## src/be_config.svh

```systemverilog
`ifndef BE_CONFIG_SVH
`define BE_CONFIG_SVH

// Width of the one-hot ALU op vector
`define BE_ALU_OPS  12

`define BE_XLEN     32  // Data and address width
`define BE_RADDR_W  5   // Register file address width

// Data SRAM depth as log2 of words
`define BE_DSRAM_AW 8

`endif

```

## src/be_pkg.sv

```systemverilog
`include "be_config.svh"

package be_pkg;

    // Bit positions within the one-hot op vector
    typedef enum int unsigned {
        OP_ADD  = 0,
        OP_SUB  = 1,
        OP_SLT  = 2,
        OP_SLTU = 3,
        OP_AND  = 4,
        OP_NOR  = 5,
        OP_OR   = 6,
        OP_XOR  = 7,
        OP_SLL  = 8,
        OP_SRL  = 9,
        OP_SRA  = 10,
        OP_LUI  = 11
    } alu_op_e;

    typedef logic [`BE_ALU_OPS-1:0] alu_op_t;

    // Decoded instruction from the issue side, 148 bits
    typedef struct packed {
        alu_op_t                alu_op;
        logic                   res_from_mem;   // Load
        logic [`BE_XLEN-1:0]    src1;
        logic [`BE_XLEN-1:0]    src2;
        logic                   mem_we;         // Store
        logic                   rf_we;
        logic [`BE_RADDR_W-1:0] rf_waddr;
        logic [`BE_XLEN-1:0]    rkd_value;      // Store data
        logic [`BE_XLEN-1:0]    pc;
    } issue_t;

    typedef struct packed {
        logic                   res_from_mem;
        logic                   rf_we;
        logic [`BE_RADDR_W-1:0] rf_waddr;
        logic [`BE_XLEN-1:0]    alu_result;
        logic [`BE_XLEN-1:0]    pc;
    } ex_mem_t;

    typedef struct packed {
        logic                   rf_we;
        logic [`BE_RADDR_W-1:0] rf_waddr;
        logic [`BE_XLEN-1:0]    rf_wdata;
        logic [`BE_XLEN-1:0]    pc;
    } mem_wb_t;

endpackage

```

## src/ex_mem_if.sv

```systemverilog
`timescale 1ns/1ps

interface ex_mem_if;

    logic            valid;
    logic            allowin;   // From memory stage
    be_pkg::ex_mem_t data;

    modport master (
        output valid,
        output data,
        input  allowin
    );

    modport slave (
        input  valid,
        input  data,
        output allowin
    );

endinterface

```

## src/mem_wb_if.sv

```systemverilog
`timescale 1ns/1ps

interface mem_wb_if;

    logic            valid;
    logic            allowin;   // From writeback stage
    be_pkg::mem_wb_t data;

    modport master (
        output valid,
        output data,
        input  allowin
    );

    modport slave (
        input  valid,
        input  data,
        output allowin
    );

endinterface

```

## src/dsram_if.sv

```systemverilog
`timescale 1ns/1ps
`include "be_config.svh"

interface dsram_if;

    logic                    en;
    logic                    we;
    logic [`BE_DSRAM_AW-1:0] addr;     // Word address
    logic [`BE_XLEN-1:0]     wdata;
    logic [`BE_XLEN-1:0]     rdata;    // Valid the cycle after a load request

    modport request (output en, output we, output addr, output wdata);

    modport memory (input en, input we, input addr, input wdata, output rdata);

    modport rd (input rdata);

endinterface

```

## src/mem_stage.sv

```systemverilog
`timescale 1ns/1ps

module mem_stage (
    input  logic     clk,
    input  logic     resetn,

    ex_mem_if.slave  ex_mem,
    dsram_if.rd      dsram,
    mem_wb_if.master mem_wb
);

    logic            mem_valid;
    be_pkg::ex_mem_t mem_bus;

    // Load data already registered in the RAM
    assign ex_mem.allowin = ~mem_valid | mem_wb.allowin;

    always_ff @(posedge clk) begin
        if (!resetn) begin
            mem_valid <= 1'b0;
        end else if (ex_mem.allowin) begin
            mem_valid <= ex_mem.valid;
        end
    end

    always_ff @(posedge clk) begin
        if (ex_mem.valid && ex_mem.allowin) begin
            mem_bus <= ex_mem.data;
        end
    end

    assign mem_wb.valid         = mem_valid;
    assign mem_wb.data.rf_we    = mem_bus.rf_we & mem_valid;
    assign mem_wb.data.rf_waddr = mem_bus.rf_waddr;
    assign mem_wb.data.rf_wdata = mem_bus.res_from_mem ? dsram.rdata : mem_bus.alu_result;
    assign mem_wb.data.pc       = mem_bus.pc;

endmodule

```

## src/flat_wrapper.sv

```systemverilog
// flat-port wrapper written by rule: the top's interface ports become plain ports
module mem_stage_flat 
  (clk, resetn, ex_mem_valid, ex_mem_data, ex_mem_allowin, dsram_rdata, mem_wb_valid, mem_wb_data, mem_wb_allowin);
  ex_mem_if ex_mem_i ();
  dsram_if dsram_i ();
  mem_wb_if mem_wb_i ();
  input  logic clk;
  input  logic resetn;
  input wire logic [$bits(ex_mem_i.valid)-1:0] ex_mem_valid;
  input wire logic [$bits(ex_mem_i.data)-1:0] ex_mem_data;
  output wire logic [$bits(ex_mem_i.allowin)-1:0] ex_mem_allowin;
  input wire logic [$bits(dsram_i.rdata)-1:0] dsram_rdata;
  output wire logic [$bits(mem_wb_i.valid)-1:0] mem_wb_valid;
  output wire logic [$bits(mem_wb_i.data)-1:0] mem_wb_data;
  input wire logic [$bits(mem_wb_i.allowin)-1:0] mem_wb_allowin;
  assign ex_mem_i.valid = ex_mem_valid;
  assign ex_mem_i.data = ex_mem_data;
  assign ex_mem_allowin = ex_mem_i.allowin;
  assign dsram_i.rdata = dsram_rdata;
  assign mem_wb_valid = mem_wb_i.valid;
  assign mem_wb_data = mem_wb_i.data;
  assign mem_wb_i.allowin = mem_wb_allowin;
  mem_stage u_core (.clk(clk), .resetn(resetn), .ex_mem(ex_mem_i), .dsram(dsram_i), .mem_wb(mem_wb_i));
endmodule
```

## config.mk

```make
export PLATFORM = sky130hd
export DESIGN_NAME = mem_stage_flat
export DESIGN_NICKNAME = d
export VERILOG_FILES = /design/src/be_pkg.sv /design/src/ex_mem_if.sv /design/src/mem_wb_if.sv /design/src/dsram_if.sv /design/src/mem_stage.sv /design/src/flat_wrapper.sv
export VERILOG_INCLUDE_DIRS = /design/src /design/src/src
export SDC_FILE = /design/constraint.sdc
export NUM_CORES = 1
export LEC_CHECK = 0
export BUFFER_PORTS_ARGS = -buffer_cell sky130_fd_sc_hd__buf_2
export CAP_MARGIN = 20
export CORE_ASPECT_RATIO = 1.75
export CORE_UTILIZATION = 39
export DETAILED_ROUTE_END_ITERATION = 7
export MAX_ROUTING_LAYER = met4
export PLACE_DENSITY = 0.76
export SYNTH_ARGS = -nofsm -noshare
export SYNTH_HDL_FRONTEND = slang
export SYNTH_SLANG_ARGS = --single-unit
export TNS_END_PERCENT = 10
```

## constraint.sdc

```tcl
create_clock -name clk -period 2.7 [get_ports clk]
set_input_delay 0.54 -clock clk [delete_from_list [all_inputs] [get_ports clk]]
set_output_delay 0.54 -clock clk [all_outputs]
set_load 0.01 [all_outputs]
```

; Word level (Yosys, flattened, before mapping)
; Index checks and enable logic that the tools add are counted.
[totals]
ff_bits = 72
output_inout_bits = 72
[op_classes]
n_mux = 1
bitwise = 3
reduce_logical = 1
[op_table]
columns = operator, count
row1 = 32-bit two-way mux, 1
row2 = 1-bit bitwise AND, 1
row3 = 1-bit logical AND, 1
row4 = 1-bit NOT, 1
row5 = 1-bit OR, 1

; Longest topological paths before layout
[logic_depth]
depth_word = 3
ltp_mapped = 3
depth_no_buf = 2

; Least setup slack after synthesis
; No wires, ideal clock.
[synth_path]
path_type = input port to flip-flop
from = in mem_wb_allowin
to = reg u_core.mem_bus[32] (netlist name) (enable)
setup_ns = 0.437
arrival_ns = 2.412
required_ns = 2.263
path_slack_ns = -0.149
path_stages = 2
cell_sequence = nand2b_1 -> and2_1
[synth_via]
elab_chain_cells = 2
[synth_lines]
columns = item, line_no
row1 = start: declaration, flat_wrapper.sv:15  ; input wire logic [$bits(mem_wb_i.allowin)-1:0] mem_wb_allowin;
row2 = 1-bit OR, mem_stage.sv:16  ; assign ex_mem.allowin = ~mem_valid | mem_wb.allowin;
row3 = 1-bit logical AND, mem_stage.sv:27  ; if (ex_mem.valid && ex_mem.allowin) begin
row4 = end signal: assignment, mem_stage.sv:28  ; mem_bus <= ex_mem.data;
row5 = end: declaration, mem_stage.sv:13  ; be_pkg::ex_mem_t mem_bus;
; Every way passes these cells.
; A chain may end at the register's enable or synchronous reset.

; Worst setup path after layout
[layout_path]
from = reg u_core.mem_bus[70] (netlist name)
to = out mem_wb_data[61]
[layout_via]
elab_chain_cells = 1
[layout_lines]
columns = item, line_no
row1 = 32-bit two-way mux, mem_stage.sv:35  ; assign mem_wb.data.rf_wdata = mem_bus.res_from_mem ? dsram.rdata : mem_bus.alu_result;
row2 = end: declaration, flat_wrapper.sv:14  ; output wire logic [$bits(mem_wb_i.data)-1:0] mem_wb_data;
; Every way passes these cells.

==> run summary <==
status: complete, no violations
maximum ir drop on the vdd rail: 545 µV
initial core utilization: 40.0%
Slowest cell on crit path: sky130_fd_sc_hd__buf_4
Post-Synthesis Cell Area: 3000 µm²
number of warning messages in the yosys log: 0
cell chain of the critical path: buf_4 -> mux2_2 -> buf_2
post-synth net total: 257
insertion delay of the later-clocked pin in the worst-skew pair: 0.32 ns
register bit total from synthesis: 72
endpoints failing setup: 0
fraction of power consumed by combinational cells: 11.0%
count of buffers inserted at the top-level ports: 178
drt initial violations: 69
Layout Skew: 0.00335 ns
global-route wire length before repair: 8090 µm
number of gates resized after cts: 0
overall global routing resource usage: 15.0%
number of antenna violations at the first check in global routing: 1
post-synthesis average cell area: 20.0 µm²
placer's final routability congestion estimate: 0.672
transition at the pin with the smallest max-transition slack: 0.540 ns
CTS tree: done
Register-to-Register Setup Slack: 1.25 ns
switching share of power: 20.2%
placeable core area: 7510 µm²
final worst-path cycle share: 80.7%
timing-limited maximum frequency: 459 MHz
power density relative to cell area: 688 nW/µm²
Post-route DRC: 0
switching component of the power: 0.552 mW
final worst-path setup slack: 0.520 ns
post-CTS setup repair buffer count: 0
clock period minus final worst setup slack: 2.18 ns
max-slew headroom at the worst pin: 64.0%
clock sink total: 72
worst-case hold slack: 0.388 ns
Antenna Nets Post-Route: 0
Die X: 68.3 µm
Placed Instances: 377
cell-internal power: 2.18 mW
nets: 407
largest net degree at the start of global routing: 47
data arrival at the endpoint of the critical path: 1.64 ns
final std cells w/o fill: 395
share of total power in sequential cells: 48.5%
Worst Path Required: 2.16 ns
RSZ-0062 raised after global routing: no
Hold Violations, Final: 0
number of buffers inserted by hold repair at cts: 0
DIE HEIGHT: 118 µm
Worst setup SP type: flip-flop
CTS H-tree depth: 3
class of the tightest hold or removal check: input pin to flip-flop
num rows: 42
wire per inst: 14.4 µm
clock root cell: sky130_fd_sc_hd__clkbuf_16
Post-Place Worst Slack: 0.841 ns
number of ports placed on the die boundary: 179
Util after Layout: 52.9%
Clock Pin Slew Worst Setup and Hold Paths: 0.05 ns
leakage power total: 1.81 nW
type of the worst setup path: flip-flop to output pin
die area: 8070 µm²
Inserted Clock Buffers: 9
relative area change from synthesis to final layout: 32.2%
number of distinct library cells after synthesis: 11
detailed-route wire length: 5710 µm
routed via count divided by cell count: 4.35
number of pins exceeding their max-slew limit in the final report: 0
Critical Path End Type: output pin
number of max-cap violations: 0
Seq/Total Area, Yosys: 71.6%
Via Count: 1719
First-pass DRT Iterations: 4
maximum fanout along the worst path: 32
number of global-route vias before repair: 1661
grt ovf: 0
Max stage delay on crit path: 0.46 ns
proportion of layout cells with a drive suffix above 1: 73.4%
Total Negative Setup Slacks: 0 ns
clock power share: 40.6%
number of standard cells after synthesis: 150
clock tree buffer depth: 2
-- per-stage QoR --
step,cell area (µm²),total power [mW]
final,3970,2.73
after CTS,3970,2.77
after global placement,3690,1.64
after detailed placement,3690,1.65
after global routing,3970,2.85
after floorplan,3010,1.54
-- critical path: cells and delay by family (launching register included) --
family   cells  cell delay (ns)
buf+inv      2             0.60
mux          1             0.39
flops        1             0.32
-- final timing paths --
path,startpoint,endpoint,cells after the start
setup reg to reg,u_core.mem_wb.valid,u_core.mem_bus[37],3
setup / recovery,u_core.mem_bus[70],mem_wb_data[61],3
hold reg to reg,u_core.mem_wb.valid,u_core.mem_wb.valid,2
hold / removal,ex_mem_data[56],u_core.mem_bus[56],1
-- state kept, by name, summed over array words and instances, names as in the netlist --
name	cells
u_core.mem_bus	34
u_core.mem_wb.data	37
u_core.mem_wb.valid	1
-- cell usage in the layout (no fill, tap or decap) --
master,count
sky130_fd_sc_hd__a21boi_0,1
sky130_fd_sc_hd__inv_1,1
sky130_fd_sc_hd__clkbuf_16,9
sky130_fd_sc_hd__buf_2,178
sky130_fd_sc_hd__edfxtp_1,71
sky130_fd_sc_hd__and2_1,1
sky130_fd_sc_hd__clkinv_1,2
sky130_fd_sc_hd__dfxtp_1,1
sky130_fd_sc_hd__clkbuf_1,3
sky130_fd_sc_hd__mux2_4,30
sky130_fd_sc_hd__and2_4,1
sky130_fd_sc_hd__buf_4,1
sky130_fd_sc_hd__bufinv_16,1
sky130_fd_sc_hd__mux2_2,2
sky130_fd_sc_hd__clkinvlp_4,1
sky130_fd_sc_hd__diode_2,2
sky130_fd_sc_hd__nand2b_1,1
sky130_fd_sc_hd__buf_12,1
-- area by class of cell --
cell class,instances,area [µm²]
repair buffers,180,918
well taps,88,110
clock inverters,4,45.0
diodes,2,5.00
multi-input cells,36,502
clock buffers,12,236
fillers,652,3540
flip-flops and latches,72,2150
inverters,1,3.75
-- kinds of logic (layout without fill, tap and decap cells) --
| group | after synthesis | count (layout) | share of synthesized area, % |
|---|---|---|---|
| DFF | 72 | 72 | 71.6 |
| buffers and inverters | 42 | 197 | 11.7 |
| muxes | 32 | 32 | 15.7 |
| and+or+nand+nor | 3 | 3 | 0.625 |
| AOI/OAI and AO/OA | 1 | 1 | 0.250 |
| other | 0 | 2 | 0 |
-- metal layers --
layer	track usage (%)	share of wire, %	vias to the layer above
li1	-	-	823
met1	14.0	33	781
met5	-	0	-
met2	23.9	53	100
met4	8.85	3.3	0
met3	7.17	10	15
-- synthesized netlist by cell type, drive strengths merged --
cell type,n,share of area [%]
inv,1,0.12
dfxtp,1,0.67
and2,2,0.42
mux2,32,16
buf,41,12
edfxtp,71,71
nand2b,1,0.21
a21boi,1,0.25
-- power by group through the flow --
stage          clock network (mW)  logic [mW]  registers (mW)
2_1_floorplan                   0       0.195            1.34
3_3_place_gp                    0       0.298            1.34
3_5_place_dp                    0       0.304            1.35
4_1_cts                      1.14       0.304            1.33
5_1_grt                      1.19       0.328            1.33
6_report                     1.11       0.300            1.32
Note: power is estimated with default switching activity, not from simulation.
