<file path="src/be_config.svh">
`ifndef BE_CONFIG_SVH
`define BE_CONFIG_SVH

// Width of the one-hot ALU op vector
`define BE_ALU_OPS  12

`define BE_XLEN     32  // Data and address width
`define BE_RADDR_W  5   // Register file address width

// Data SRAM depth as log2 of words
`define BE_DSRAM_AW 8

`endif

</file>
<file path="src/be_pkg.sv">
`include "be_config.svh"

package be_pkg;

    // Bit positions within the one-hot op vector
    typedef enum int unsigned {
        OP_ADD  = 0,
        OP_SUB  = 1,
        OP_SLT  = 2,
        OP_SLTU = 3,
        OP_AND  = 4,
        OP_NOR  = 5,
        OP_OR   = 6,
        OP_XOR  = 7,
        OP_SLL  = 8,
        OP_SRL  = 9,
        OP_SRA  = 10,
        OP_LUI  = 11
    } alu_op_e;

    typedef logic [`BE_ALU_OPS-1:0] alu_op_t;

    // Decoded instruction from the issue side, 148 bits
    typedef struct packed {
        alu_op_t                alu_op;
        logic                   res_from_mem;   // Load
        logic [`BE_XLEN-1:0]    src1;
        logic [`BE_XLEN-1:0]    src2;
        logic                   mem_we;         // Store
        logic                   rf_we;
        logic [`BE_RADDR_W-1:0] rf_waddr;
        logic [`BE_XLEN-1:0]    rkd_value;      // Store data
        logic [`BE_XLEN-1:0]    pc;
    } issue_t;

    typedef struct packed {
        logic                   res_from_mem;
        logic                   rf_we;
        logic [`BE_RADDR_W-1:0] rf_waddr;
        logic [`BE_XLEN-1:0]    alu_result;
        logic [`BE_XLEN-1:0]    pc;
    } ex_mem_t;

    typedef struct packed {
        logic                   rf_we;
        logic [`BE_RADDR_W-1:0] rf_waddr;
        logic [`BE_XLEN-1:0]    rf_wdata;
        logic [`BE_XLEN-1:0]    pc;
    } mem_wb_t;

endpackage

</file>
<file path="src/mem_wb_if.sv">
`timescale 1ns/1ps

interface mem_wb_if;

    logic            valid;
    logic            allowin;   // From writeback stage
    be_pkg::mem_wb_t data;

    modport master (
        output valid,
        output data,
        input  allowin
    );

    modport slave (
        input  valid,
        input  data,
        output allowin
    );

endinterface

</file>
<file path="src/wb_stage.sv">
`timescale 1ns/1ps
`include "be_config.svh"

module wb_stage (
    input  logic                   clk,
    input  logic                   resetn,

    mem_wb_if.slave                mem_wb,

    input  logic                   wb_allowin,   // Consumer takes the item
    output logic                   wb_valid,
    output logic                   wb_rf_we,
    output logic [`BE_RADDR_W-1:0] wb_rf_waddr,
    output logic [`BE_XLEN-1:0]    wb_rf_wdata,
    output logic [`BE_XLEN-1:0]    wb_pc
);

    logic            valid_r;
    be_pkg::mem_wb_t bus_r;

    assign mem_wb.allowin = ~valid_r | wb_allowin;

    always_ff @(posedge clk) begin
        if (!resetn) begin
            valid_r <= 1'b0;
        end else if (mem_wb.allowin) begin
            valid_r <= mem_wb.valid;
        end
    end

    always_ff @(posedge clk) begin
        if (mem_wb.valid && mem_wb.allowin) begin
            bus_r <= mem_wb.data;
        end
    end

    assign wb_valid    = valid_r;
    assign wb_rf_we    = bus_r.rf_we & valid_r;
    assign wb_rf_waddr = bus_r.rf_waddr;
    assign wb_rf_wdata = bus_r.rf_wdata;
    assign wb_pc       = bus_r.pc;

endmodule

</file>
<file path="src/flat_wrapper.sv">
// flat-port wrapper written by rule: the top's interface ports become plain ports
module wb_stage_flat 
  (clk, resetn, wb_allowin, wb_valid, wb_rf_we, wb_rf_waddr, wb_rf_wdata, wb_pc, mem_wb_valid, mem_wb_data, mem_wb_allowin);
  mem_wb_if mem_wb_i ();
  input  logic clk;
  input  logic resetn;
  input  logic wb_allowin;
  output logic wb_valid;
  output logic wb_rf_we;
  output logic [`BE_RADDR_W-1:0] wb_rf_waddr;
  output logic [`BE_XLEN-1:0] wb_rf_wdata;
  output logic [`BE_XLEN-1:0] wb_pc;
  input wire logic [$bits(mem_wb_i.valid)-1:0] mem_wb_valid;
  input wire logic [$bits(mem_wb_i.data)-1:0] mem_wb_data;
  output wire logic [$bits(mem_wb_i.allowin)-1:0] mem_wb_allowin;
  assign mem_wb_i.valid = mem_wb_valid;
  assign mem_wb_i.data = mem_wb_data;
  assign mem_wb_allowin = mem_wb_i.allowin;
  wb_stage u_core (.clk(clk), .resetn(resetn), .mem_wb(mem_wb_i), .wb_allowin(wb_allowin), .wb_valid(wb_valid), .wb_rf_we(wb_rf_we), .wb_rf_waddr(wb_rf_waddr), .wb_rf_wdata(wb_rf_wdata), .wb_pc(wb_pc));
endmodule
</file>
<file path="config.mk">
export PLATFORM = sky130hd
export DESIGN_NAME = wb_stage_flat
export DESIGN_NICKNAME = d
export VERILOG_FILES = /design/src/be_pkg.sv /design/src/mem_wb_if.sv /design/src/wb_stage.sv /design/src/flat_wrapper.sv
export VERILOG_INCLUDE_DIRS = /design/src /design/src/src
export SDC_FILE = /design/constraint.sdc
export NUM_CORES = 1
export LEC_CHECK = 0
export ABC_AREA = 1
export BUFFER_PORTS_ARGS = -buffer_cell sky130_fd_sc_hd__buf_2
export CAP_MARGIN = 30
export CORE_AREA = 8 8 90 92
export CTS_BUF_LIST = sky130_fd_sc_hd__clkbuf_8
export CTS_CLUSTER_DIAMETER = 30
export DETAILED_ROUTE_END_ITERATION = 7
export DIE_AREA = 0 0 98 100
export MAX_ROUTING_LAYER = met4
export PLACE_DENSITY_LB_ADDON = 0.1
export SYNTH_ARGS = -nofsm -noshare
export SYNTH_HDL_FRONTEND = slang
export SYNTH_SLANG_ARGS = --single-unit
export TNS_END_PERCENT = 10
</file>
<file path="constraint.sdc">
create_clock -name clk -period 4.7 [get_ports clk]
set_clock_uncertainty 0.1 [all_clocks]
set_input_delay 0.235 -clock clk [delete_from_list [all_inputs] [get_ports clk]]
set_output_delay 0.235 -clock clk [all_outputs]
set_load 0.01 [all_outputs]
</file>
==> Word level (Yosys, flattened, before mapping) <==
Index checks and enable logic that the tools add are counted.
{ "classes": {"bitwise_logic": 3, "n_reduce_logical": 1} }
{ "op_table": {"columns": ["op", "n"], "rows": [
  ["1-bit AND", 1],
  ["1-bit logical AND", 1],
  ["1-bit NOT", 1],
  ["1-bit bitwise OR", 1]
]} }
{ "word_totals": {"out_inout_bits": 72, "inputBits": 74, "regBits": 71} }

==> Depth between registers and ports, before layout <==
Gate-level depths: netlist of run 1.
{ "depth": {"ltp_word": 3, "mapped_depth": 3, "mapped_depth_nobuf": 3} }

==> Worst setup path after synthesis of run 1 <==
Ideal clock, no wire load.
{ "synth_path": {"path_kind": "reg-to-reg", "from": "register u_core.valid_r (netlist: u_core.wb_valid)", "to": "register u_core.bus_r[69] (netlist name) (enable)", "t_required_ns": 4.079, "t_arrival_ns": 3.795, "setup_slack_ns": 0.284, "setup_time_ns": 0.521, "path_stages_with_launch": 2, "n_path_buf": 0, "period_less_slack_ns": 4.416, "path_cell_list": "dfxtp_1 -> a21oi_1"} }
{ "synth_via": {"elab_chain_len": 3} }
{ "synth_rtl": {"columns": ["element", "line_no", "text"], "rows": [
  ["start: declaration", "wb_stage.sv:18", "logic valid_r;"],
  ["start signal: assignment", "wb_stage.sv:27", "valid_r <= mem_wb.valid;"],
  ["1-bit NOT", "wb_stage.sv:21", "assign mem_wb.allowin = ~valid_r | wb_allowin;"],
  ["1-bit bitwise OR", "wb_stage.sv:21", null],
  ["1-bit logical AND", "wb_stage.sv:32", "if (mem_wb.valid && mem_wb.allowin) begin"],
  ["end signal: assignment", "wb_stage.sv:33", "bus_r <= mem_wb.data;"],
  ["end: declaration", "wb_stage.sv:19", "be_pkg::mem_wb_t bus_r;"]
]} }
Every way passes these cells.
A chain may end at the register's enable or synchronous reset.

==> Final worst setup path of run 1 <==
{ "layout_path": {"from": "register u_core.valid_r (netlist: u_core.wb_valid)", "to": "register u_core.bus_r, in the netlist u_core.wb_rf_wdata[25] (enable)"} }
The elaborated chain is that of the path after synthesis.

==> impl_results.md, run 1 <==
- Synth Flop Type: edfxtp_1
- Final Cycle Share: 0.373
- Routed Wire Length: 5940 um
- Cell Int Power: 1.06 mW
- Count of pins over their slew limit: 0
- CTS tree: built
- Final HPWL DP: 4030 um
- Clock tree buffer depth: 2
- Worst EP arrival: 1620 ps
- RSZ-0062 raised after global routing: no
- Register-to-Register Path Depth: 3
- Final hold vios: 0
- Gr ovfl total: 0
- Ports: 146
- # DRC: 0
- Synth top cells by count: edfxtp_1, buf_4, inv_1
- Worst reg2reg path endpoint: u_core.wb_rf_wdata[25]
- GRT Total Usage: 0.124
- DRT antenna net count: 0
- P_sw: 0.280 mW
- Req. time, crit path: 4570 ps
- Final setup viols: 0
- Reg clk slew, reported paths: 70 ps
- Reg-to-reg startpoint: u_core.wb_valid
- Number of vias per cell: 4.03
- Crit-path max FO: 39
- Share of layout cells above drive strength 1: 0.522
- Worst-skew pair later-pin latency: 320 ps
- Crit Path Class: reg -> reg
- Worst slew margin: 0.675
- First-pass GRT wire length: 9090 um
- # diodes: 0
- FF+latch count, synth: 71
- Hold Crit Class: in -> reg
- GP Congestion: 0.683
- Share of the synthesized area in the top cell type: 0.785
- Avg Inst Size Synth: 18.1 sq um
- Overall die width: 98 um
- Synth top area cells: edfxtp_1, buf_4, dfxtp_1
- Die Ht: 100 um
- Reg2Reg Setup Slack: 2950 ps
- Largest net degree at the start of global routing: 40
- Combinational power share: 0.113
- Cts repair resizes: 0
- Status: finished, final reports clean
- Post-place setup slack: 2410 ps
- Port bufs: 145
- Final #Nets: 381
- Core area: 6640 sq um
- Drt first pass iters: 4
- CTS root buf: clkbuf_8
- Total Power: 1.34 mW
- Nature of the critical path endpoint: flop
- Pleak: 1.70 nW
- Area Growth Syn to Fin: 45.8%
- Postcts setup bufs: 0
- VDD IR max: 0.166 mV
- Die area: 9800 sq um
- Synth cell types: 8
- Initial core utilization: 0.403
- Post-DR wirelength/cell: 15.1 um
- Worst setup path startpoint: u_core.wb_valid
- Via count: 1580
- Syn_nets: 222
- Sinks on Clock Net: 71
- Vias in the first global route: 1831
- CP Capture Point: u_core.wb_rf_wdata[25]
- Post-place instance area: 3010 sq um
- Max Cap Viol: 0
- Final cell area excluding filler cells: 3910 sq um
- Row count: 30
- TNS Setup: 0 ps
- Number of flops mapped to enable cells by yosys: 70
- Worst Max-Slew Pin Slew: 488 ps
- FFs w/ async S/R, synth: 0
- Final min period: 1750 ps
- Switching share of power: 0.209
- Total CTS buffers: 9
- Largest area contributor in the netlist: edfxtp_1
- Initial antenna violation count: 0
- Register area share after synthesis: 0.792
- Initial DRC Count: 48
- Clk network pwr share: 0.329
- Power share of the sequential group: 0.557
- Setup ws final: 2950 ps
- Power Density: 344 nW/um^2
- H-tree depth: 3
- Hold Slack: 53.4 ps
- Synth Instances: 148
- Yosys warning count: 0
- Crit start category: flop
- Count leader, synth: edfxtp_1
- Synthesized area: 2680 sq um
- F_max: 0.571 GHz
-- critical path: stages (launching register included) --
cell	delay, ps
dfxtp_1	360
a21oi_4	230
buf_12	220
buf_4	450
-- how the worst min path moves through the flow --
stage,startpoint,to,slack [ps],depth (start not counted)
after CTS,resetn,u_core.wb_valid,20,3
after detailed placement,mem_wb_data[40],u_core.wb_rf_wdata[8],310,1
after global routing,resetn,u_core.wb_valid,40,3
after global placement,mem_wb_data[47],u_core.wb_rf_wdata[15],310,1
after floorplan,mem_wb_data[69],u_core.bus_r[69],230,0
final,resetn,u_core.wb_valid,50,3
-- stage by stage --
step,std cells,util
global placement,305,0.452
CTS,391,0.585
finish,392,0.588
floorplan,148,-
detailed placement,305,0.452
global route,392,0.588
-- area by class of cell --
cell class              count  area (sq um)
clock buffers               9           124
repair buffers            217          1450
multi-input cells           4          35.0
inverters                   4          15.0
well taps                  80           100
clock inverters             7          56.3
fillers                   518          2740
flip-flops and latches     71          2120
-- sequential cells by signal, summed over array words and instances (netlist names) --
name / flops
u_core.bus_r: 1
u_core.wb_pc: 32
u_core.wb_rf_waddr: 5
u_core.wb_rf_wdata: 32
u_core.wb_valid: 1
-- cells in the final DEF, fill, tap and decap left out, drive strengths merged --
cell and count:
bufinv 1, edfxtp 70, a21oi 2, clkbuf 9
dlygate4sd3 70, nand2 2, inv 6, buf 147
clkinv 4, dfxtp 1
-- logic make-up (layout without fill, tap and decap cells) --
group                  after synthesis  in the layout  share of synthesized area
AO/OA/AOI/OAI                        2              2                    0.00514
buffers and inverters               73            237                      0.199
flip-flops                          71             71                      0.792
AND/OR/NAND/NOR                      2              2                    0.00374
-- routing by layer --
layer / up-vias / share of wire / GRT usage / routed length [um]
met3: 13 / 0.087 / 0.0554 / 517
met2: 86 / 0.50 / 0.206 / 2980
li1: 764 / - / - / -
met1: 717 / 0.38 / 0.120 / 2290
met5: - / 0 / - / 0
met4: 0 / 0.025 / 0.0683 / 150
-- power groups by stage --
| stage | logic [mW] | clock network (mW) | registers [mW] |
|---|---|---|---|
| 4_1_cts | 0.152 | 0.463 | 0.748 |
| 5_1_grt | 0.165 | 0.482 | 0.751 |
| 6_report | 0.152 | 0.442 | 0.748 |
| 2_1_floorplan | 0.0776 | 0 | 0.765 |
| 3_5_place_dp | 0.106 | 0 | 0.762 |
| 3_3_place_gp | 0.105 | 0 | 0.762 |
-- repair_timing --
item / 4_1_cts / 5_1_grt
hold buffers: 70 / 0
endpoints found under the hold margin: 70 / 0
setup endpoints to repair: 0 / 0
Note: power is estimated with default switching activity, not from simulation.
==> run 2: changes to the inputs <==
- CORE_AREA: 8 8 90 92 -> 8 8 86 88
- DIE_AREA: 0 0 98 100 -> 0 0 94 96
- clock period: 4.7 -> 1.65 ns (I/O delays scaled with it)
==> run 2 against run 1 <==
  * Die area down 7.9%
  * Highest routed layer unchanged
  * Core utilization is 6.3 points higher
  * Combinational power rose to 2.9 times the previous value
  * Setup slack worse by 2500 ps
  * First-iteration DRC count grew 6.3%
  * Power rose to 3.0 times the previous value
  * Sequential share of layout area decreased by 0.81 points
  * Sequential power grew to 2.8 times the previous value
  * Via count barely moved
==> impl_results.md, run 2 (synthesis gave the netlist of run 1 again) <==
- RSZ-0062 raised after global routing: no
- Nature of the critical path endpoint: flop
- Initial antenna violation count: 0 (unchanged)
- Core area: 6100 sq um (-8.2%)
- Final hold vios: 0 (unchanged)
- Cts repair resizes: 0 (unchanged)
- CTS tree: built
- First-pass GRT wire length: 8960 um (-1.4%)
- Final min period: 1250 ps (-504 ps)
- Port bufs: 145 (unchanged)
- Final HPWL DP: 4000 um (-0.77%)
- DRT antenna net count: 0 (unchanged)
- GRT Total Usage: 0.136 (+0.0122)
- Setup ws final: 402 ps (-2550 ps)
- Count of pins over their slew limit: 0 (unchanged)
- Ports: 146 (unchanged)
- Final setup viols: 0 (unchanged)
- Multi-input gate area: 35.0 sq um (unchanged)
- Gr ovfl total: 0 (unchanged)
- Reg clk slew, reported paths: 70 ps (about the same)
- Final #Nets: 383 (+0.52%)
- TNS Setup: 0 ps (unchanged)
- Initial DRC Count: 51 (+6.3%)
- GP Congestion: 0.710 (+3.9%)
- Vias in the first global route: 1788 (-2.3%)
- Worst EP arrival: 1410 ps (-210 ps)
- Post-DR wirelength/cell: 15.0 um (-0.79%)
- Power Density: 1010 nW/um^2 (+190%)
- Worst-skew pair later-pin latency: 320 ps (about the same)
- Status: finished, final reports clean
- Postcts setup bufs: 0 (unchanged)
- VDD IR max: 0.613 mV (+270%)
- Post-place setup slack: 426 ps (-1990 ps)
- Share of layout cells above drive strength 1: 0.525 (+0.00304)
- Worst Max-Slew Pin Slew: 216 ps (-272 ps)
- Commonest non-fill, non-tap cell in the layout: buf_2
- Number of vias per cell: 4.04 (+0.19%)
- Clock tree buffer depth: 2 (unchanged)
- Max Cap Viol: 0 (unchanged)
- Final Cycle Share: 0.757 (+0.384)
- Via count: 1579 (-0.063%)
- Hold Crit Class: in -> reg
- Req. time, crit path: 1820 ps (-2750 ps)
- Crit start category: flop
- # diodes: 0 (unchanged)
- F_max: 0.801 GHz (+40%)
- Largest net degree at the start of global routing: 42 (+5.0%)
- Area Growth Syn to Fin: 48.1%
- Drt first pass iters: 4 (unchanged)
- CTS root buf: clkbuf_8
- Register area: 2120 sq um (about the same)
- Crit Path Class: reg -> reg
- Die area: 9020 sq um (-7.9%)
- Fill count: 463 (-11%)
- Pleak: 1.71 nW (+0.69%)
- Die Ht: 96 um (-4.0%)
- Sinks on Clock Net: 71 (unchanged)
- Routed Wire Length: 5880 um (-1.0%)
- Row count: 29 (-3.3%)
- Total CTS buffers: 9 (unchanged)
- # DRC: 0 (unchanged)
- H-tree depth: 3 (unchanged)
- Overall die width: 94 um (-4.1%)
- Initial core utilization: 0.439 (+0.0362)
- Most frequent cells in the layout: buf_2, dlygate4sd3_1, edfxtp_1
- Worst slew margin: 0.856 (+0.182)
- Post-CTS Hold Buffers: 72 (+2.9%)
- Crit-path max FO: 4 (-90%)
[run 2: cell types whose count changed in the layout (fill, tap and decap cells not counted), moves of 2 or more]
cell,delta
inv_1,-2
dlygate4sd3_1,+2
clkinv_2,-2
clkinvlp_4,+2
[run 2: metal layers]
layer / up-vias / wire length, um / track usage
li1: 769 / - / -
met1: 712 / 2160 / 0.138
met2: 85 / 3040 / 0.232
met3: 13 / 553 / 0.0452
met4: 0 / 129 / 0.0700
met5: - / 0 / -
[run 2: area by class of cell]
| type | count | share of cell area |
|---|---|---|
| sequential | 71 | 0.535 |
| timing repair buffer | 219 | 0.375 |
| clock buffer | 9 | 0.0312 |
| multi-input combinational | 4 | 0.00883 |
| inverter | 4 | 0.00378 |
| clock inverter | 7 | 0.0221 |
| tap | 77 | 0.0243 |
[run 2: power breakdown]
group          switching [mW]  internal [mW]  leakage [nW]
Clock                   0.602          0.837         0.100
Sequential             0.0256           2.11         0.686
Combinational           0.189          0.252         0.925
Total                   0.816           3.20          1.71
[run 2: critical path, cell delays in order, from the launching register on]
cell,delay (ps)
dfxtp_2,370
nand2_2,70
a21oi_2,100
dlygate4sd3_1,540
[run 2: final timing paths]
kind | from | endpoint | slack [ps] | cells after the start
min reg2reg | u_core.wb_valid | u_core.wb_rf_waddr[4] | 710 | 2
max | u_core.wb_valid | u_core.wb_valid | 400 | 3
max reg2reg | u_core.wb_valid | u_core.wb_valid | 400 | 3
min | mem_wb_valid | u_core.wb_rf_waddr[4] | 290 | 4
[run 2: through the flow]
stage / total power [mW] / area [sq um] / hold WS, ps / cells / utilization
floorplan: 2.40 / 2690 / 81.4 / 148 / -
global placement: 2.48 / 3040 / 159 / 303 / 0.498
detailed placement: 2.49 / 3040 / 161 / 303 / 0.498
CTS: 4.06 / 3970 / 271 / 391 / 0.651
global route: 4.16 / 3970 / 312 / 391 / 0.651
finish: 4.01 / 3970 / 288 / 391 / 0.651
