<file path="config.mk">
export PLATFORM = sky130hd
export DESIGN_NAME = ex_stage_flat
export DESIGN_NICKNAME = d
export VERILOG_FILES = /design/src/be_pkg.sv /design/src/ex_mem_if.sv /design/src/dsram_if.sv /design/src/alu.sv /design/src/ex_stage.sv /design/src/flat_wrapper.sv
export VERILOG_INCLUDE_DIRS = /design/src /design/src/src
export SDC_FILE = /design/constraint.sdc
export NUM_CORES = 1
export LEC_CHECK = 0
export ABC_AREA = 1
export CAP_MARGIN = 30
export CELL_PAD_IN_SITES_DETAIL_PLACEMENT = 0
export CELL_PAD_IN_SITES_GLOBAL_PLACEMENT = 2
export CORE_ASPECT_RATIO = 0.8
export CORE_MARGIN = 2
export CORE_UTILIZATION = 38
export CTS_BUF_LIST = sky130_fd_sc_hd__clkbuf_2 sky130_fd_sc_hd__clkbuf_4 sky130_fd_sc_hd__clkbuf_8
export DETAILED_ROUTE_END_ITERATION = 8
export DONT_BUFFER_PORTS = 1
export PLACE_DENSITY_LB_ADDON = 0.1
export SYNTH_ARGS = -nofsm -noshare
export SYNTH_HDL_FRONTEND = slang
export SYNTH_SLANG_ARGS = --single-unit
</file>
<file path="constraint.sdc">
create_clock -name clk -period 14.5 [get_ports clk]
set_input_delay 3.625 -clock clk [delete_from_list [all_inputs] [get_ports clk]]
set_output_delay 3.625 -clock clk [all_outputs]
set_load 0.01 [all_outputs]
</file>
<file path="src/be_config.svh">
`ifndef BE_CONFIG_SVH
`define BE_CONFIG_SVH

// Width of the one-hot ALU op vector
`define BE_ALU_OPS  12

`define BE_XLEN     32  // Data and address width
`define BE_RADDR_W  5   // Register file address width

// Data SRAM depth as log2 of words
`define BE_DSRAM_AW 8

`endif

</file>
<file path="src/be_pkg.sv">
`include "be_config.svh"

package be_pkg;

    // Bit positions within the one-hot op vector
    typedef enum int unsigned {
        OP_ADD  = 0,
        OP_SUB  = 1,
        OP_SLT  = 2,
        OP_SLTU = 3,
        OP_AND  = 4,
        OP_NOR  = 5,
        OP_OR   = 6,
        OP_XOR  = 7,
        OP_SLL  = 8,
        OP_SRL  = 9,
        OP_SRA  = 10,
        OP_LUI  = 11
    } alu_op_e;

    typedef logic [`BE_ALU_OPS-1:0] alu_op_t;

    // Decoded instruction from the issue side, 148 bits
    typedef struct packed {
        alu_op_t                alu_op;
        logic                   res_from_mem;   // Load
        logic [`BE_XLEN-1:0]    src1;
        logic [`BE_XLEN-1:0]    src2;
        logic                   mem_we;         // Store
        logic                   rf_we;
        logic [`BE_RADDR_W-1:0] rf_waddr;
        logic [`BE_XLEN-1:0]    rkd_value;      // Store data
        logic [`BE_XLEN-1:0]    pc;
    } issue_t;

    typedef struct packed {
        logic                   res_from_mem;
        logic                   rf_we;
        logic [`BE_RADDR_W-1:0] rf_waddr;
        logic [`BE_XLEN-1:0]    alu_result;
        logic [`BE_XLEN-1:0]    pc;
    } ex_mem_t;

    typedef struct packed {
        logic                   rf_we;
        logic [`BE_RADDR_W-1:0] rf_waddr;
        logic [`BE_XLEN-1:0]    rf_wdata;
        logic [`BE_XLEN-1:0]    pc;
    } mem_wb_t;

endpackage

</file>
<file path="src/ex_mem_if.sv">
`timescale 1ns/1ps

interface ex_mem_if;

    logic            valid;
    logic            allowin;   // From memory stage
    be_pkg::ex_mem_t data;

    modport master (
        output valid,
        output data,
        input  allowin
    );

    modport slave (
        input  valid,
        input  data,
        output allowin
    );

endinterface

</file>
<file path="src/dsram_if.sv">
`timescale 1ns/1ps
`include "be_config.svh"

interface dsram_if;

    logic                    en;
    logic                    we;
    logic [`BE_DSRAM_AW-1:0] addr;     // Word address
    logic [`BE_XLEN-1:0]     wdata;
    logic [`BE_XLEN-1:0]     rdata;    // Valid the cycle after a load request

    modport request (output en, output we, output addr, output wdata);

    modport memory (input en, input we, input addr, input wdata, output rdata);

    modport rd (input rdata);

endinterface

</file>
<file path="src/alu.sv">
`timescale 1ns/1ps
`include "be_config.svh"

module alu (
    input  be_pkg::alu_op_t     alu_op,
    input  logic [`BE_XLEN-1:0] alu_src1,
    input  logic [`BE_XLEN-1:0] alu_src2,
    output logic [`BE_XLEN-1:0] alu_result
);

    localparam int XLEN = `BE_XLEN;
    localparam int SHW  = $clog2(`BE_XLEN);

    logic            op_sub;
    logic [XLEN-1:0] adder_b;
    logic [XLEN-1:0] adder_sum;
    logic            adder_cout;
    logic            slt_bit;
    logic            sltu_bit;
    logic [SHW-1:0]  shamt;
    logic [XLEN-1:0] sll_res;
    logic [XLEN-1:0] srl_res;
    logic [XLEN-1:0] sra_res;

    // SUB, SLT and SLTU all subtract
    assign op_sub = alu_op[be_pkg::OP_SUB] | alu_op[be_pkg::OP_SLT] | alu_op[be_pkg::OP_SLTU];

    assign adder_b = op_sub ? ~alu_src2 : alu_src2;
    assign {adder_cout, adder_sum} = {1'b0, alu_src1} + {1'b0, adder_b} + {{XLEN{1'b0}}, op_sub};

    // Signed less-than from sign bits and difference sign
    assign slt_bit  = (alu_src1[XLEN-1] & ~alu_src2[XLEN-1])
                    | (~(alu_src1[XLEN-1] ^ alu_src2[XLEN-1]) & adder_sum[XLEN-1]);
    assign sltu_bit = ~adder_cout;   // Borrow out

    assign shamt   = alu_src2[SHW-1:0];
    assign sll_res = alu_src1 << shamt;
    assign srl_res = alu_src1 >> shamt;
    assign sra_res = $signed(alu_src1) >>> shamt;

    assign alu_result =
          ({XLEN{alu_op[be_pkg::OP_ADD] | alu_op[be_pkg::OP_SUB]}} & adder_sum)
        | ({XLEN{alu_op[be_pkg::OP_SLT]}}  & {{(XLEN-1){1'b0}}, slt_bit})
        | ({XLEN{alu_op[be_pkg::OP_SLTU]}} & {{(XLEN-1){1'b0}}, sltu_bit})
        | ({XLEN{alu_op[be_pkg::OP_AND]}}  & (alu_src1 & alu_src2))
        | ({XLEN{alu_op[be_pkg::OP_NOR]}}  & ~(alu_src1 | alu_src2))
        | ({XLEN{alu_op[be_pkg::OP_OR]}}   & (alu_src1 | alu_src2))
        | ({XLEN{alu_op[be_pkg::OP_XOR]}}  & (alu_src1 ^ alu_src2))
        | ({XLEN{alu_op[be_pkg::OP_SLL]}}  & sll_res)
        | ({XLEN{alu_op[be_pkg::OP_SRL]}}  & srl_res)
        | ({XLEN{alu_op[be_pkg::OP_SRA]}}  & sra_res)
        | ({XLEN{alu_op[be_pkg::OP_LUI]}}  & alu_src2);   // Immediate already shifted

endmodule

</file>
<file path="src/ex_stage.sv">
`timescale 1ns/1ps
`include "be_config.svh"

module ex_stage (
    input  logic            clk,
    input  logic            resetn,

    input  logic            in_valid,
    output logic            in_allowin,
    input  be_pkg::issue_t  in_bus,

    ex_mem_if.master        ex_mem,
    dsram_if.request        dsram
);

    logic                ex_valid;
    logic                ex_fire;
    be_pkg::issue_t      ex_bus;
    logic [`BE_XLEN-1:0] ex_alu_result;

    assign in_allowin = ~ex_valid | ex_mem.allowin;   // Single-cycle execute

    // Item leaves execute at this edge
    assign ex_fire = ex_valid & ex_mem.allowin;

    always_ff @(posedge clk) begin
        if (!resetn) begin
            ex_valid <= 1'b0;
        end else if (in_allowin) begin
            ex_valid <= in_valid;
        end
    end

    always_ff @(posedge clk) begin
        if (in_valid && in_allowin) begin
            ex_bus <= in_bus;
        end
    end

    alu i_alu (
        .alu_op     (ex_bus.alu_op),
        .alu_src1   (ex_bus.src1),
        .alu_src2   (ex_bus.src2),
        .alu_result (ex_alu_result)
    );

    assign ex_mem.valid             = ex_valid;
    assign ex_mem.data.res_from_mem = ex_bus.res_from_mem;
    assign ex_mem.data.rf_we        = ex_bus.rf_we & ex_valid;
    assign ex_mem.data.rf_waddr     = ex_bus.rf_waddr;
    assign ex_mem.data.alu_result   = ex_alu_result;
    assign ex_mem.data.pc           = ex_bus.pc;

    // Request only at the transfer so a stall never re-reads the RAM
    assign dsram.en    = ex_fire & (ex_bus.res_from_mem | ex_bus.mem_we);
    assign dsram.we    = ex_fire & ex_bus.mem_we;
    assign dsram.addr  = ex_alu_result[`BE_DSRAM_AW+1:2];   // Word index
    assign dsram.wdata = ex_bus.rkd_value;

endmodule

</file>
<file path="src/flat_wrapper.sv">
// flat-port wrapper written by rule: the top's interface ports become plain ports
module ex_stage_flat 
  (clk, resetn, in_valid, in_allowin, in_bus, ex_mem_valid, ex_mem_data, ex_mem_allowin, dsram_en, dsram_we, dsram_addr, dsram_wdata);
  ex_mem_if ex_mem_i ();
  dsram_if dsram_i ();
  input  logic clk;
  input  logic resetn;
  input  logic in_valid;
  output logic in_allowin;
  input  be_pkg::issue_t in_bus;
  output wire logic [$bits(ex_mem_i.valid)-1:0] ex_mem_valid;
  output wire logic [$bits(ex_mem_i.data)-1:0] ex_mem_data;
  input wire logic [$bits(ex_mem_i.allowin)-1:0] ex_mem_allowin;
  output wire logic [$bits(dsram_i.en)-1:0] dsram_en;
  output wire logic [$bits(dsram_i.we)-1:0] dsram_we;
  output wire logic [$bits(dsram_i.addr)-1:0] dsram_addr;
  output wire logic [$bits(dsram_i.wdata)-1:0] dsram_wdata;
  assign ex_mem_valid = ex_mem_i.valid;
  assign ex_mem_data = ex_mem_i.data;
  assign ex_mem_i.allowin = ex_mem_allowin;
  assign dsram_en = dsram_i.en;
  assign dsram_we = dsram_i.we;
  assign dsram_addr = dsram_i.addr;
  assign dsram_wdata = dsram_i.wdata;
  ex_stage u_core (.clk(clk), .resetn(resetn), .in_valid(in_valid), .in_allowin(in_allowin), .in_bus(in_bus), .ex_mem(ex_mem_i), .dsram(dsram_i));
endmodule
</file>
# Word level (Yosys, flattened, before mapping)
# Cells that the tools add are included.
[word_totals] ff_bits=149 input_bits=152 output_inout_bits=115 word_cells=60
[classes] add_sub_neg=2 shift=3 n_mux=1 bitwise_logic=43 n_reduce_logical=1
[op_table] cell="32-bit OR" count=11
[op_table] cell="32-bit AND" count=10
[op_table] cell="32-bit by 1-bit AND with 32-bit output" count=2
[op_table] cell="32-bit NOT" count=2
[op_table] cell="32-bit by 32-bit adder with 33-bit output" count=1
[op_table] cell="33-bit by 1-bit adder with 33-bit output" count=1
[op_table] cell="32-bit two-way mux" count=1
[op_table] cell="32-bit by 5-bit << shifter with 32-bit output" count=1
[op_table] cell="32-bit by 5-bit >> shifter with 32-bit output" count=1
[op_table] cell="32-bit by 5-bit >>> shifter with 32-bit output" count=1
[op_table] cell="32-bit XOR" count=1
[op_table] cell="1-bit AND" count=6
[op_table] cell="1-bit OR" count=6
[op_table] cell="1-bit NOT" count=4
[op_table] cell="1-bit logical AND" count=1
[op_table] cell="1-bit XOR" count=1

# Depth between registers and ports, before layout
# Gate-level depths: netlist of the first run.
[depth] depth_word=18 mapped_depth=20 mapped_depth_nobuf=19

# Modules after synthesis
# A second synthesis of the first run with hierarchy kept.
[hier_totals] cells_unflattened=1740 hier_area_um2=12991.2
[modules_own_cells] module="alu" n_inst=1 cells_per_inst=1500 area_each_um2=7883.8 seq_area_each_um2=0.0
[modules_own_cells] module="ex_stage" n_inst=1 cells_per_inst=240 area_each_um2=5107.4 seq_area_each_um2=4464.3

# Worst setup path before layout of the first run
# No wires, ideal clock.
[synth_timing] kind="in2reg" startpoint="input in_valid" endpoint="register u_core.ex_bus (netlist bit u_core.dsram.wdata[0]), enable pin" setup_time_ns=0.704 arrival_time_ns=10.781 required_time_ns=13.796 setup_slack_ns=3.015 cell_stages=2 n_path_buf=0 path_cell_list="inv_1 -> a21oi_1"
[synth_via] elab_chain_cells=1
[synth_rtl] element="start, declared" line="flat_wrapper.sv:8" source="input logic in_valid;"
[synth_rtl] element="1-bit logical AND" line="ex_stage.sv:35" source="if (in_valid && in_allowin) begin"
[synth_rtl] element="end signal, assigned" line="ex_stage.sv:36" source="ex_bus <= in_bus;"
[synth_rtl] element="end, declared" line="ex_stage.sv:18" source="be_pkg::issue_t ex_bus;"
# No other way between the ends.
# A chain may end at the register's enable or synchronous reset.

# Final worst setup path of the first run
[layout_timing] startpoint="register u_core.ex_bus[71] (netlist bit)" endpoint="output ex_mem_data[54]"
[layout_via] elab_chain_cells=15 word_cells_on_any_way=21 classes_between="add/sub: 2; shift: 3; mux: 1; bitwise: 15"
[layout_rtl] element="32-bit NOT" line="alu.sv:28" source="assign adder_b = op_sub ? ~alu_src2 : alu_src2;"
[layout_rtl] element="32-bit two-way mux" line="alu.sv:28"
[layout_rtl] element="32-bit by 32-bit adder with 33-bit output" line="alu.sv:29" source="assign {adder_cout, adder_sum} = {1'b0, alu_src1} + {1'b0, adder_b} + {{XLEN{1'b0}}, op_sub};"
[layout_rtl] element="33-bit by 1-bit adder with 33-bit output" line="alu.sv:29"
[layout_rtl] element="32-bit AND" line="alu.sv:42" source="({XLEN{alu_op[be_pkg::OP_ADD] | alu_op[be_pkg::OP_SUB]}} & adder_sum)"
[layout_rtl] element="32-bit OR" line="alu.sv:43" source="| ({XLEN{alu_op[be_pkg::OP_SLT]}} & {{(XLEN-1){1'b0}}, slt_bit})"
[layout_rtl] element="32-bit OR" line="alu.sv:44" source="| ({XLEN{alu_op[be_pkg::OP_SLTU]}} & {{(XLEN-1){1'b0}}, sltu_bit})"
[layout_rtl] element="32-bit OR" line="alu.sv:45" source="| ({XLEN{alu_op[be_pkg::OP_AND]}} & (alu_src1 & alu_src2))"
[layout_rtl] element="32-bit OR" line="alu.sv:46" source="| ({XLEN{alu_op[be_pkg::OP_NOR]}} & ~(alu_src1 | alu_src2))"
[layout_rtl] element="32-bit OR" line="alu.sv:47" source="| ({XLEN{alu_op[be_pkg::OP_OR]}} & (alu_src1 | alu_src2))"
[layout_rtl] element="32-bit OR" line="alu.sv:48" source="| ({XLEN{alu_op[be_pkg::OP_XOR]}} & (alu_src1 ^ alu_src2))"
[layout_rtl] element="32-bit OR" line="alu.sv:49" source="| ({XLEN{alu_op[be_pkg::OP_SLL]}} & sll_res)"
[layout_rtl] element="32-bit OR" line="alu.sv:50" source="| ({XLEN{alu_op[be_pkg::OP_SRL]}} & srl_res)"
[layout_rtl] element="32-bit OR *" line="alu.sv:51" source="| ({XLEN{alu_op[be_pkg::OP_SRA]}} & sra_res)"
[layout_rtl] element="32-bit OR *" line="alu.sv:52" source="| ({XLEN{alu_op[be_pkg::OP_LUI]}} & alu_src2);"
[layout_rtl] element="end, declared" line="flat_wrapper.sv:12" source="output wire logic [$bits(ex_mem_i.data)-1:0] ex_mem_data;"
# Every way passes the cells marked *; elsewhere a longest branch is shown, timed or not.

==> impl_metrics.env, run 1 <==
export IMPL_outcome="finished clean"
export IMPL_fin_skew_ps=14.1
export IMPL_syn_nets=1996
export IMPL_slew_headroom=0.130
export IMPL_synth_distinct_cells=56
export IMPL_yosysWarnings=0
export IMPL_finalSetupViolCount=0
export IMPL_ys_seq_elements=149
export IMPL_clkTransAtPathRegs_ps=100
export IMPL_antenna_found_initial=0
export IMPL_grtUsageTotal=0.295
export IMPL_clockBufferDepth=2
export IMPL_period_needed_ps=7580
export IMPL_die_h_um=171
export IMPL_io_buffer_count=0
export IMPL_start_util=0.389
export IMPL_route_met2_wl_um=22500
export IMPL_ir_drop_uv=58.8
export IMPL_worstPathRequired_ps=10880
export IMPL_met3_length_um=4020
export IMPL_grt_pass1_vias=11044
export IMPL_overflow=0
export IMPL_drive_gt1_frac=0.0747
export IMPL_routed_wl_um=52900
export IMPL_tightestPinTransition_ps=1300
export IMPL_core_area_um2=33900
export IMPL_period_share=0.523
export IMPL_postCtsSetupBuffers=0
export IMPL_synthArstFlopShare=0
export IMPL_vias=11808
export IMPL_layout_common_cells="nand2_1 (479), inv_1 (148), edfxtp_1 (148)"
export IMPL_via_per_inst=5.59
export IMPL_hold_path_end="u_core.ex_mem.valid"
export IMPL_drv_cap=0
export IMPL_h_tree_depth=4
export IMPL_fin_ws_ps=6920
export IMPL_root_buffer="clkbuf_8"
export IMPL_utilization=0.394
export IMPL_route_detailed_drc=0
export IMPL_wl_per_cell_um=25.1
export IMPL_final_setup_tns_ps=0
export IMPL_cp_data_arrival_time_ps=3960
export IMPL_fp_dieW_um=212
export IMPL_slew_violations=0
export IMPL_cp_max_fo=26
export IMPL_dr_pass1_iters=7
export IMPL_leakage_nw=5.63
export IMPL_num_antenna_cells=0
export IMPL_routabilityCongestion=0.929
export IMPL_hold_violations=0
export IMPL_highest_layer="met4"
export IMPL_clk_latency_ps=500
export IMPL_cts_inserted_buffers=17
export IMPL_cts_tree="done"
export IMPL_drt_iter0_drc=1119
export IMPL_rows=60
export IMPL_place_hpwl_um=41400
export IMPL_cp_start_kind="register"
export IMPL_worst_r2r_endpoint="u_core.ex_bus[111]"
export IMPL_final_common_cell="nand2_1"
export IMPL_netlist_area_um2=13200
export IMPL_drt_met1_wl_um=25300
export IMPL_hold_path_class="register to register"
export IMPL_ioPinCount=267
export IMPL_nets=1883
export IMPL_max_freq_ghz=0.132
export IMPL_grt_pass1_wl_um=76000
export IMPL_pre_cts_ws_ps=6990
export IMPL_die_area_um2=36200
export IMPL_rsz0062_at_grt="false"
export IMPL_min_path_cells=2
export IMPL_cts_hold_buf=0
export IMPL_dp_cells=2078
export IMPL_reg2reg_slack_ps=11990
export IMPL_grt_max_degree=82
export IMPL_powerDensity_nw_per_um2=96.0
export IMPL_synth_edf_count=148
export IMPL_synth_flop_cell="edfxtp_1"
export IMPL_syn_avg_cell_area_um2=7.54
export IMPL_drtAntennaViolNets=0
export IMPL_crit_type="register to output port"
export IMPL_seq_area_frac_synth=0.339
export IMPL_end_kind="output port"
export IMPL_timing_rr_start="u_core.ex_mem.valid"
export IMPL_netlist_instances=1746
export IMPL_cts_sinks=149
export IMPL_area_delta_synth_final_pct=1.39
export IMPL_cts_resized=0
export IMPL_min_delay_start="u_core.ex_mem.valid"
export IMPL_reg2regPathDepth=4
export IMPL_final_cell_count_no_fill=2111
## logic make-up after synthesis
| logic type | after synthesis | synth area share |
|---|---|---|
| AND/OR/NAND/NOR | 714 | 0.222 |
| flip-flops | 149 | 0.339 |
| buffers and inverters | 318 | 0.122 |
| multiplexers | 6 | 0.00456 |
| adder cells (fa/ha/maj) | 98 | 0.0937 |
| XOR/XNOR | 35 | 0.0233 |
| AO/OA/AOI/OAI | 426 | 0.196 |
## sequential cells by signal (all words and copies together) (netlist names)
name	flops
u_core.ex_mem.data	38
u_core.dsram.wdata	32
u_core.ex_mem.valid	1
u_core.ex_bus	78
## worst max-delay path by stage
stage                       from                    end  slack (ps)  depth (start not counted)
2_1_floorplan           in_valid  u_core.dsram.wdata[0]        3010                          2
3_3_place_gp      ex_mem_allowin               dsram_en        6980                          2
3_5_place_dp      ex_mem_allowin               dsram_en        6990                          2
4_1_cts        u_core.ex_bus[71]        ex_mem_data[54]        6930                         14
5_1_grt        u_core.ex_bus[71]        ex_mem_data[54]        6710                         14
6_report       u_core.ex_bus[71]        ex_mem_data[54]        6920                         14
## synth_stat cells, types with 8 or more instances
cell type | n | area [µm²]
inv_1 | 150 | 563
edfxtp_1 | 148 | 4440
nand2_1 | 480 | 1800
o2111ai_1 | 10 | 87.6
buf_2 | 30 | 150
xor2_1 | 31 | 272
a31oi_1 | 8 | 50.1
buf_4 | 80 | 601
o21a_1 | 10 | 75.1
o21ai_0 | 125 | 626
ha_1 | 97 | 1210
nor2_1 | 103 | 387
inv_2 | 8 | 30.0
clkbuf_1 | 28 | 105
a21oi_1 | 102 | 510
nand3_1 | 76 | 380
o211ai_1 | 30 | 225
o21ai_1 | 54 | 270
buf_6 | 8 | 90.1
nand4_1 | 14 | 87.6
o21ai_2 | 27 | 236
a221oi_1 | 13 | 114
buf_1 | 10 | 37.5
## stage by stage
stage	cell area [µm²]	total power, mW	hold slack, ps
after detailed placement	13000	0.956	687
after CTS	13300	1.29	703
after global placement	13000	0.957	714
final	13400	1.28	707
after global routing	13400	1.35	739
after floorplan	13200	0.837	620
## critical path, cell delays in order (launching register included)
cell and delay [ps]:
edfxtp_1 430, inv_4 370, nand3_1 430, nand2_1 220, inv_1 110, fa_1 440
nand3_1 90, nand3_1 130, a21oi_1 300, o21ai_2 160, nand2_1 80, nand2_1 50
or2_2 260, nand3_1 110, nand3b_1 250
## routing by layer
layer	global-route usage	vias up
li1	-	5643
met1	0.432	5601
met2	0.439	516
met3	0.0630	48
met4	0.0781	0
met5	0	-
## where the power goes
part           switching (mW)  leakage (nW)  internal [mW]
Clock                   0.198         0.192          0.128
Sequential             0.0345          1.44          0.505
Combinational           0.296          4.00          0.119
Total                   0.529          5.63          0.753
## final cells by class
class	instances	area, µm²
well taps	465	582
multi-input cells	1279	7120
flip-flops and latches	149	4460
clock buffers	18	241
inverters	161	607
fillers	3628	20500
clock inverters	14	135
repair buffers	25	208
Note: power is estimated with default switching activity, not from simulation.
==> run 2: changes to the inputs <==
CORE_UTILIZATION = 34   (was 38)
clock period = 6.15 ns   (was 14.5 ns; I/O delays follow)
==> impl_metrics.env, run 2 (synthesis gave the netlist of run 1 again) <==
export IMPL_grt_met2_usage=0.394
export IMPL_cts_hold_buf=0
export IMPL_core_area_um2=38200
export IMPL_die_area_um2=40300
export IMPL_layout_common_cells="nand2_1 (479), inv_1 (148), edfxtp_1 (148)"
export IMPL_outcome="finished clean"
export IMPL_cts_inserted_buffers=17
export IMPL_root_buffer="clkbuf_8"
export IMPL_cp_top_family="compound AO/OA/AOI/OAI gates"
export IMPL_p_switching_mw=1.27
export IMPL_cts_sinks=149
export IMPL_powerDensity_nw_per_um2=229
export IMPL_clkTransAtPathRegs_ps=100
export IMPL_vias=11895
export IMPL_grt_pass1_wl_um=80400
export IMPL_final_cell_area_um2=13500
export IMPL_place_area_um2=13100
export IMPL_period_needed_ps=5840
export IMPL_wl_per_cell_um=25.9
export IMPL_finalPower_mw=3.09
export IMPL_drv_cap=0
export IMPL_clockBufferDepth=2
export IMPL_ir_drop_uv=315
export IMPL_grt_pass1_vias=11343
export IMPL_gr_max_usage_layer="met1"
export IMPL_finalSetupViolCount=0
export IMPL_grt_max_degree=113
export IMPL_hold_path_class="register to register"
export IMPL_period_share=0.949
export IMPL_end_kind="output port"
export IMPL_met1_usage=0.410
export IMPL_slew_violations=0
export IMPL_die_h_um=180
export IMPL_tightestPinTransition_ps=1240
export IMPL_max_stage_delay_ps=440
export IMPL_antenna_found_initial=1
export IMPL_final_common_cell="nand2_1"
export IMPL_grtUsageTotal=0.277
export IMPL_rsz0062_at_grt="false"
export IMPL_slew_headroom=0.153
export IMPL_io_buffer_count=0
export IMPL_holdWs_ps=705
export IMPL_leakage_nw=5.69
export IMPL_grtUsageMet3=0.0768
export IMPL_final_setup_tns_ps=0
export IMPL_max_flop_register="u_core.ex_bus"
export IMPL_internal_power_mw=1.82
export IMPL_drtAntennaViolNets=0
export IMPL_fin_skew_ps=13.9
export IMPL_crit_path_cell_trace="nor2_2, nand2_4, buf_4, xor2_1, ha_1, a21oi_1, o21ai_0, inv_1, o21ai_2, o21ai_0, o2111ai_1, buf_4"
export IMPL_worst_path_max_delay_cell="o2111ai_1"
export IMPL_fin_ws_ps=314
export IMPL_path_buf_inv=3
export IMPL_seqPwrFrac=0.414
export IMPL_postCtsSetupBuffers=0
export IMPL_overflow=0
export IMPL_place_hpwl_um=44300
export IMPL_ioPinCount=267
export IMPL_drive_gt1_frac=0.0786
export IMPL_fp_dieW_um=224
export IMPL_drt_iter0_drc=1310
export IMPL_cp_start_kind="register"
export IMPL_routabilityCongestion=0.925
export IMPL_hold_violations=0
export IMPL_clk_latency_ps=510
export IMPL_cts_tree="done"
export IMPL_cp_data_arrival_time_ps=4300
export IMPL_h_tree_depth=4
export IMPL_p_clk_frac=0.265
export IMPL_route_detailed_drc=0
export IMPL_routed_wl_um=55700
export IMPL_largest_register_ffs=78
export IMPL_combPwrFrac=0.322
export IMPL_dr_pass1_iters=6
export IMPL_switching_share=0.411
export IMPL_via_per_inst=5.53
export IMPL_start_util=0.345
export IMPL_area_delta_synth_final_pct=2.50
export IMPL_nets=1890
export IMPL_pre_cts_ws_ps=527
export IMPL_worstPathRequired_ps=4610
export IMPL_rows=64
export IMPL_cp_max_fo=24
export IMPL_max_freq_ghz=0.171
export IMPL_crit_type="register to output port"
## run 2: cell count changes in the layout (fill, tap and decap cells not counted), moves of 2 or more
| cell | delta |
|---|---|
| buf_12 | +2 |
| diode_2 | +2 |
| clkinv_8 | +2 |
| buf_4 | +4 |
## run 2: path summary, 6_finish.rpt
kind | end | depth (start not counted) | slack (ps) | start
worst max register to register | u_core.ex_mem.data[8] | 2 | 4600 | u_core.ex_mem.valid
worst min register to register | u_core.ex_mem.valid | 2 | 700 | u_core.ex_mem.valid
worst max-delay path | dsram_addr[7] | 12 | 310 | u_core.ex_bus[138]
worst min-delay path | u_core.ex_mem.valid | 2 | 700 | u_core.ex_mem.valid
## run 2: metal layers
layer	part of all wire	wire (µm)
met2	0.41	23100
met3	0.081	4530
met5	0	0
met1	0.48	26900
met4	0.022	1220
## run 2: through the flow
stage               instances  utilization
floorplan                1746            -
global placement         2113        0.342
detailed placement       2116        0.342
CTS                      2148        0.353
global route             2148        0.353
finish                   2150        0.353
## run 2: cell type report
cell class | instances | area, µm²
flip-flops and latches | 149 | 4460
well taps | 495 | 619
clock buffers | 17 | 234
inverters | 161 | 607
fillers | 4103 | 24700
clock inverters | 15 | 181
diodes | 2 | 5.00
multi-input cells | 1279 | 7130
repair buffers | 32 | 265
## run 2: power groups by stage
stage	sequential, mW	combinational, mW	clock [mW]
final	1.28	0.995	0.819
after global routing	1.29	1.10	0.890
after CTS	1.28	0.977	0.859
after detailed placement	1.30	0.972	0
after global placement	1.30	0.975	0
after floorplan	1.25	0.717	0
## run 2: repair_timing
item                                    4_1_cts  5_1_grt
endpoints found under the setup margin        1        2
cloned                                        0        0
gates resized for setup                       1        1
## run 2: worst reg2reg max path, stage by stage (launching register included)
cell	delay, ps
dfxtp_1	400
a21oi_4	220
buf_12	410
